File: config.mk
export PLATFORM = sky130hd
export DESIGN_NAME = final_adder
export DESIGN_NICKNAME = d
export VERILOG_FILES = /design/src/verilog/wallace_pkg.sv /design/src/verilog/final_adder.sv
export SDC_FILE = /design/constraint.sdc
export NUM_CORES = 1
export LEC_CHECK = 0
export ABC_AREA = 1
export BUFFER_PORTS_ARGS = -buffer_cell sky130_fd_sc_hd__buf_2
export CAP_MARGIN = 10
export CORE_AREA = 3 3 148 150
export CTS_CLUSTER_SIZE = 12
export DETAILED_ROUTE_END_ITERATION = 10
export DIE_AREA = 0 0 151 153
export HOLD_SLACK_MARGIN = 0.05
export PLACE_DENSITY = 0.88
export SKIP_LAST_GASP = 1
export SYNTH_ARGS = -nofsm -noshare
export SYNTH_HDL_FRONTEND = slang
export SYNTH_SLANG_ARGS = --single-unit
File: constraint.sdc
create_clock -name clk -period 1.9 [get_ports clk]
set_input_delay 0.285 -clock clk [delete_from_list [all_inputs] [get_ports clk]]
set_output_delay 0.285 -clock clk [all_outputs]
set_load 0.01 [all_outputs]
File: src/verilog/wallace_pkg.sv
package wallace_pkg;

	//////////////////////////////////////////////////////////////////////
	// Widths and pipeline depth
	//////////////////////////////////////////////////////////////////////

	localparam int OPERAND_W = 32;
	localparam int PRODUCT_W = 2 * OPERAND_W;

	// One AND row per multiplier bit
	localparam int NUM_PP = OPERAND_W;

	// 32 rows need eight 3:2 levels to reach two
	localparam int CSA_LEVELS = 8;
	localparam int ADD_STAGES = 2;

	// Operand register, tree levels, split adder
	localparam int LATENCY = 1 + CSA_LEVELS + ADD_STAGES;

	typedef logic [OPERAND_W-1:0] operand_t;

	// Every row in the tree is full product width
	typedef logic [PRODUCT_W-1:0] product_t;

	//////////////////////////////////////////////////////////////////////
	// Tree shape
	//////////////////////////////////////////////////////////////////////

	// Rows entering a level: 32 22 15 10 7 5 4 3 then 2
	function automatic int rows_at_level(input int level);
		int rows;
		rows = NUM_PP;
		for (int l = 0; l < level; l++) begin
			// Each full group of three leaves two, leftovers pass
			rows = (rows / 3) * 2 + rows % 3;
		end
		return rows;
	endfunction

endpackage

File: src/verilog/final_adder.sv
module final_adder (
	input  logic                  clk,
	input  logic                  rst_n,
	input  logic                  tree_valid,
	input  wallace_pkg::product_t sum_row,
	input  wallace_pkg::product_t carry_row,
	output wallace_pkg::product_t product,
	output logic                  out_valid
);

	//////////////////////////////////////////////////////////////////////
	// Kogge-Stone adder, one half of the product wide
	//////////////////////////////////////////////////////////////////////

	// Returns {carry out, sum}
	function automatic logic [wallace_pkg::OPERAND_W:0] ks_add(
		input wallace_pkg::operand_t x,
		input wallace_pkg::operand_t y,
		input logic                  cin
	);
		wallace_pkg::operand_t prop;
		wallace_pkg::operand_t g;
		wallace_pkg::operand_t t;
		int                    d;
		prop = x ^ y;
		t    = prop;
		g    = x & y;
		// Carry-in folded into bit 0
		g[0] = g[0] | (prop[0] & cin);
		for (int lv = 0; lv < $clog2(wallace_pkg::OPERAND_W); lv++) begin
			d = 1 << lv;
			// High bits first so i-d still holds the previous span
			for (int i = wallace_pkg::OPERAND_W - 1; i >= d; i--) begin
				g[i] = g[i] | (t[i] & g[i-d]);
				t[i] = t[i] & t[i-d];
			end
		end
		return {g[wallace_pkg::OPERAND_W-1],
			prop ^ {g[wallace_pkg::OPERAND_W-2:0], cin}};
	endfunction

	wallace_pkg::operand_t lo_sum;
	logic                  lo_cout;
	wallace_pkg::operand_t hi_sum;

	wallace_pkg::operand_t lo_q;
	logic                  lo_cout_q;
	wallace_pkg::operand_t sum_hi_q;
	wallace_pkg::operand_t carry_hi_q;
	logic                  stage1_valid;

	//////////////////////////////////////////////////////////////////////
	// Stage one, low half
	//////////////////////////////////////////////////////////////////////

	assign {lo_cout, lo_sum} = ks_add(sum_row[wallace_pkg::OPERAND_W-1:0],
		carry_row[wallace_pkg::OPERAND_W-1:0], 1'b0);

	always_ff @(posedge clk or negedge rst_n) begin
		if (!rst_n) begin
			stage1_valid <= 1'b0;
			lo_q         <= '0;
			lo_cout_q    <= 1'b0;
			sum_hi_q     <= '0;
			carry_hi_q   <= '0;
		end else begin
			stage1_valid <= tree_valid;
			if (tree_valid) begin
				lo_q       <= lo_sum;
				lo_cout_q  <= lo_cout;
				sum_hi_q   <= sum_row[wallace_pkg::PRODUCT_W-1:wallace_pkg::OPERAND_W];
				carry_hi_q <= carry_row[wallace_pkg::PRODUCT_W-1:wallace_pkg::OPERAND_W];
			end
		end
	end

	//////////////////////////////////////////////////////////////////////
	// Stage two, high half
	//////////////////////////////////////////////////////////////////////

	// Top carry is always zero for a 64-bit product
	assign hi_sum = wallace_pkg::OPERAND_W'(ks_add(sum_hi_q, carry_hi_q, lo_cout_q));

	always_ff @(posedge clk or negedge rst_n) begin
		if (!rst_n) begin
			out_valid <= 1'b0;
			product   <= '0;
		end else begin
			out_valid <= stage1_valid;
			if (stage1_valid) begin
				product <= {hi_sum, lo_q};
			end
		end
	end

	a_add_fwd: assert property (
		@(posedge clk) disable iff (!rst_n)
		tree_valid |-> ##(wallace_pkg::ADD_STAGES) out_valid
	);

	a_add_back: assert property (
		@(posedge clk) disable iff (!rst_n)
		out_valid |-> $past(tree_valid, wallace_pkg::ADD_STAGES)
	);

endmodule

After elaboration in Yosys (flattened, before gate mapping)
Cells that the tools add are included.

Bitwise logic cells: 706.

Operator list (number): 1-bit AND (446); 1-bit bitwise OR (254); 32-bit bitwise XOR (4); 32-bit AND (1); 31-bit AND (1).

Output and inout bits: 65. Input bits: 131. Bits in registers: 163. Logic and storage cells: 713.

Logic depth before layout (Yosys ltp)
Depth after elaboration: 12. Gate-level depth with buffers: 12. Depth with buffers taken out: 12.

Least setup slack after synthesis
OpenSTA, ideal clock, no wires.

Kind: register to register. From: reg lo_cout_q. To: reg product[60]. Arrival time: 1986 ps. Period minus slack after synthesis: 2104 ps. Required time: 1783 ps. Cell stages (with the launch flop): 11. Buffers on the path: 0. Path slack: -204 ps. Library setup time: 117 ps. Path through: dfrtp_1 > fa_1 > fa_1 > nand3_1 > nand3_1 > nand3_1 > nand3_2 > nand2_1 > nand3_1 > nand3_1 > nand2_1.

Longest elaborated chain between the ends: 11.

RTL lines: start: declaration (RTL line final_adder.sv:47) `logic lo_cout_q;`; start signal: assignment (RTL line final_adder.sv:70) `lo_cout_q <= lo_cout;`; 1-bit AND (RTL line final_adder.sv:29) `g[0] = g[0] | (prop[0] & cin);`; 1-bit bitwise OR (RTL line final_adder.sv:29); 1-bit AND (RTL line final_adder.sv:34) `g[i] = g[i] | (t[i] & g[i-d]);`; 1-bit bitwise OR (RTL line final_adder.sv:34); 1-bit AND (RTL line final_adder.sv:34); 1-bit bitwise OR (RTL line final_adder.sv:34); 1-bit AND (RTL line final_adder.sv:34); 1-bit bitwise OR (RTL line final_adder.sv:34); 1-bit AND (RTL line final_adder.sv:34); 1-bit bitwise OR (RTL line final_adder.sv:34); 32-bit bitwise XOR (RTL line final_adder.sv:39) `prop ^ {g[wallace_pkg::OPERAND_W-2:0], cin}};`; end signal: assignment (RTL line final_adder.sv:91) `product <= {hi_sum, lo_q};`; end: declaration (RTL line final_adder.sv:7) `output wallace_pkg::product_t product,`.

Every way passes these cells. A chain may end at the register's enable or synchronous reset.

Final worst setup path
Same ends and word-level chain as after synthesis.

==> results.yml <==
run_status:
  status: "finished with violations"
  violations: "setup timing"
critical_path:
  required_ns: 2.28
  arrival_ns: 2.43
  startpoint_type: "flip-flop"
  rr_worst_depth: 11
  worst-r2r-setup-slack_ns: -0.15
  crit_path_cell_trace: "fa_2 -> fa_2 -> nand3_2 -> nand3_4 -> nand3_2 -> nand3_4 -> nand2_2 -> nand2_1 -> nand2_1 -> nand3_1 -> nand2_1"
  crit_path_start: "lo_cout_q"
  r2r-start: "lo_cout_q"
  cpMostUsedCell: "nand2_1"
  end_kind: "flip-flop"
  critPathMaxStageDelay_ns: 0.42
  crit_fanout: 4
  path_class: "flip-flop to flip-flop"
  slowest_stage: "fa_2"
  worstReg2RegEnd: "product[60]"
synthesis:
  synth.net_count: 1829
  synth_top_family_by_area: "simple AND/OR/NAND/NOR gates"
  synth_mux_area_frac: 0
  synth_edf_count: 0
  ys_warn_count: 0
  ys_seq_area_frac: 0.378
  async_flop_share: 1.00
  netlist.top_cell.by_area: "dfrtp_1"
  ys_ff_latch: 163
  synth_adder_area_share: 0.0775
  yosysUniqueCellTypes: 33
  dominantRegCellSynth: "dfrtp_1"
  synth_compound_area_frac: 0.0493
  synthCells: 1633
  synth_xor_area_frac: 0.0219
  synthSimpleGateAreaFrac: 0.378
  synth_top_cell_area_share: 0.378
  syn_avg_cell_area_um2: 6.60
  yosys-top-cells-area: "dfrtp_1, nand2_1, inv_1, ha_1, nand3_1"
  synth_area_um2: 10800
route:
  vias: 10900
  drt_wl_total_um: 30700
  drt_first_pass_iters: 7
  wire_per_inst_um: 14.2
  drc: 0
  final_antenna_net_count: 0
  viasPerCell: 5.07
  wl_met1_um: 13000
  dr_wl_met3_um: 1760
  met2_length_um: 15200
  first_iter_violations: 798
  top_layer: "met4"
placement:
  hpwl_um: 23200
  place_ws_ns: -0.171
  io_buffers: 195
  place_inst: 2102
  gp_congestion: 0.936
power:
  ir_drop_v: 0.000624
  leakagePower_nw: 7.86
  total_power_mw: 11.5
  cellPowerDensity_nw_per_um2: 855
run:
  cap_violations: 0
clock_network:
  numCtsBuffers: 17
  htree_levels: 4
  cts_tree: "done"
  clk_path_buf_depth: 2
  cts_root_buf: "clkbuf_16"
  cts_num_sinks: 163
  clk_pin_slew_worst_paths_ns: 0.07
  clk_latency_ns: 0.43
sta:
  rsz0062_at_grt: "true"
  post-route-min-period_ns: 2.05
  fin_setup_tns_ns: -0.868
  finalMaxSlewViolations: 0
  finalCritPeriodShare: 1.08
  timing.final.ws_setup_ns: -0.155
  worst_slew_pin_slew_ns: 0.589
  slew_headroom: 0.607
  worst_clock_skew_ns: 0.0153
  holdWs_ns: 0.0546
  finalSetupViolCount: 15
  hold_viol: 0
  max_freq_mhz: 487
finish:
  nets: 2064
  n_antenna_cell: 0
  fin_cells: 2156
  syn_to_final_growth_pct: 24.8
  final_layout_size_suffix_gt1_frac: 0.193
global_routing:
  grt_pass1_vias: 10200
  grt-ovfl-total: 0
  grt_pass1_wl_um: 49200
  antenna_found_initial: 0
  grt_usage: 0.264
  grt_max_degree: 60
floorplan:
  design.die.area_um2: 23100
  die-width_um: 151
  dieHeight_um: 153
  num_io_pins: 196
  coreArea_um2: 20800
  num_rows: 53
  initial_core_util: 0.518
min_path:
  whs_endpoint: "carry_hi_q[15]"
  worstHoldStart: "carry_row[47]"
  holdCritPathClass: "input pin to flip-flop"
  whs_path_depth: 3
==> per-stage QoR <==
step           cell area [µm²]   util
2_1_floorplan            10800      -
3_3_place_gp             12300  0.591
3_5_place_dp             12300  0.591
4_1_cts                  13200  0.634
5_1_grt                  13500  0.646
6_report                 13500  0.646
==> cells in the final DEF (no fill, tap or decap), types with 5 or more instances in the layout <==
cell type        n
buf_12           5
dfrtp_1        163
nand2_4          6
nand3b_1         6
buf_4           29
nand2_1        767
ha_4            10
o21ai_1         21
o21ai_0         24
nor2_2          14
nand3_2         12
clkbuf_16       17
buf_2          194
inv_2            6
nand2_2         33
nand3_1         79
a21oi_1         41
inv_1          227
dlygate4sd3_1   21
o21bai_1         5
ha_1            49
nor3_1           6
nand4_1          6
xnor2_1         21
nor2_1          71
==> per-layer routing <==
layer,track usage,vias up
li1,-,5446
met1,0.351,5028
met2,0.450,391
met3,0.0305,57
met4,0.0816,0
met5,0,-
==> critical path, delay by kind of cell (launching register included) <==
kind / cells / cell delay (ns)
AND/OR/NAND/NOR: 9 / 0.78
adder cells (fa/ha/maj): 2 / 0.82
flip-flops: 1 / 0.40
==> area by class of cell <==
type | instances | area (µm²)
repair buffers | 251 | 1520
fillers | 1805 | 7360
multi-input cells | 1202 | 6040
inverters | 233 | 875
clock inverters | 13 | 141
flip-flops and latches | 163 | 4080
well taps | 275 | 344
clock buffers | 19 | 453
==> registers in the layout, indices dropped and copies added (netlist names) <==
register and count:
carry_hi_q 32, sum_hi_q 32, lo_q 32, lo_cout_q 1, out_valid 1, product 64, stage1_valid 1
==> what timing repair did <==
action	4_1_cts	5_1_grt
pin swaps	10	10
endpoints found under the setup margin	25	28
hold buffers	21	0
setup buffers	1	0
resized for setup	21	56
hold endpoints to repair	65	0
==> how the worst max path moves through the flow <==
| stage | end | slack [ns] |
|---|---|---|
| after detailed placement | product[60] | -0.17 |
| final | product[60] | -0.15 |
| after global routing | product[56] | -0.23 |
| after floorplan | product[52] | -0.02 |
| after CTS | product[60] | -0.12 |
| after global placement | product[60] | -0.14 |
==> cells in the mapped netlist, types with 7 or more instances <==
library cell	count
o21ai_0	29
nand3_1	88
xnor2_1	25
nand2_2	14
o21ai_1	16
nand2_1	791
a21oi_1	42
dfrtp_1	163
nor3_1	7
ha_1	62
clkbuf_1	17
nor2_2	7
buf_2	16
inv_1	230
nand3_2	7
nor2_1	79
==> logic make-up after synthesis <==
| family | after synthesis |
|---|---|
| AND/OR/NAND/NOR | 1011 |
| buffers and inverters | 268 |
| flip-flops | 163 |
| AO/OA/AOI/OAI | 99 |
| adder cells (fa/ha/maj) | 65 |
| XOR/XNOR | 27 |
==> power by group <==
group          internal (mW)  switching, mW  total [mW]  leakage (nW)
Combinational           1.44           2.19        3.63          5.57
Sequential              4.01          0.390        4.40          1.99
Clock                   1.93           1.54        3.47         0.297
Note: power is estimated with default switching activity, not from simulation.
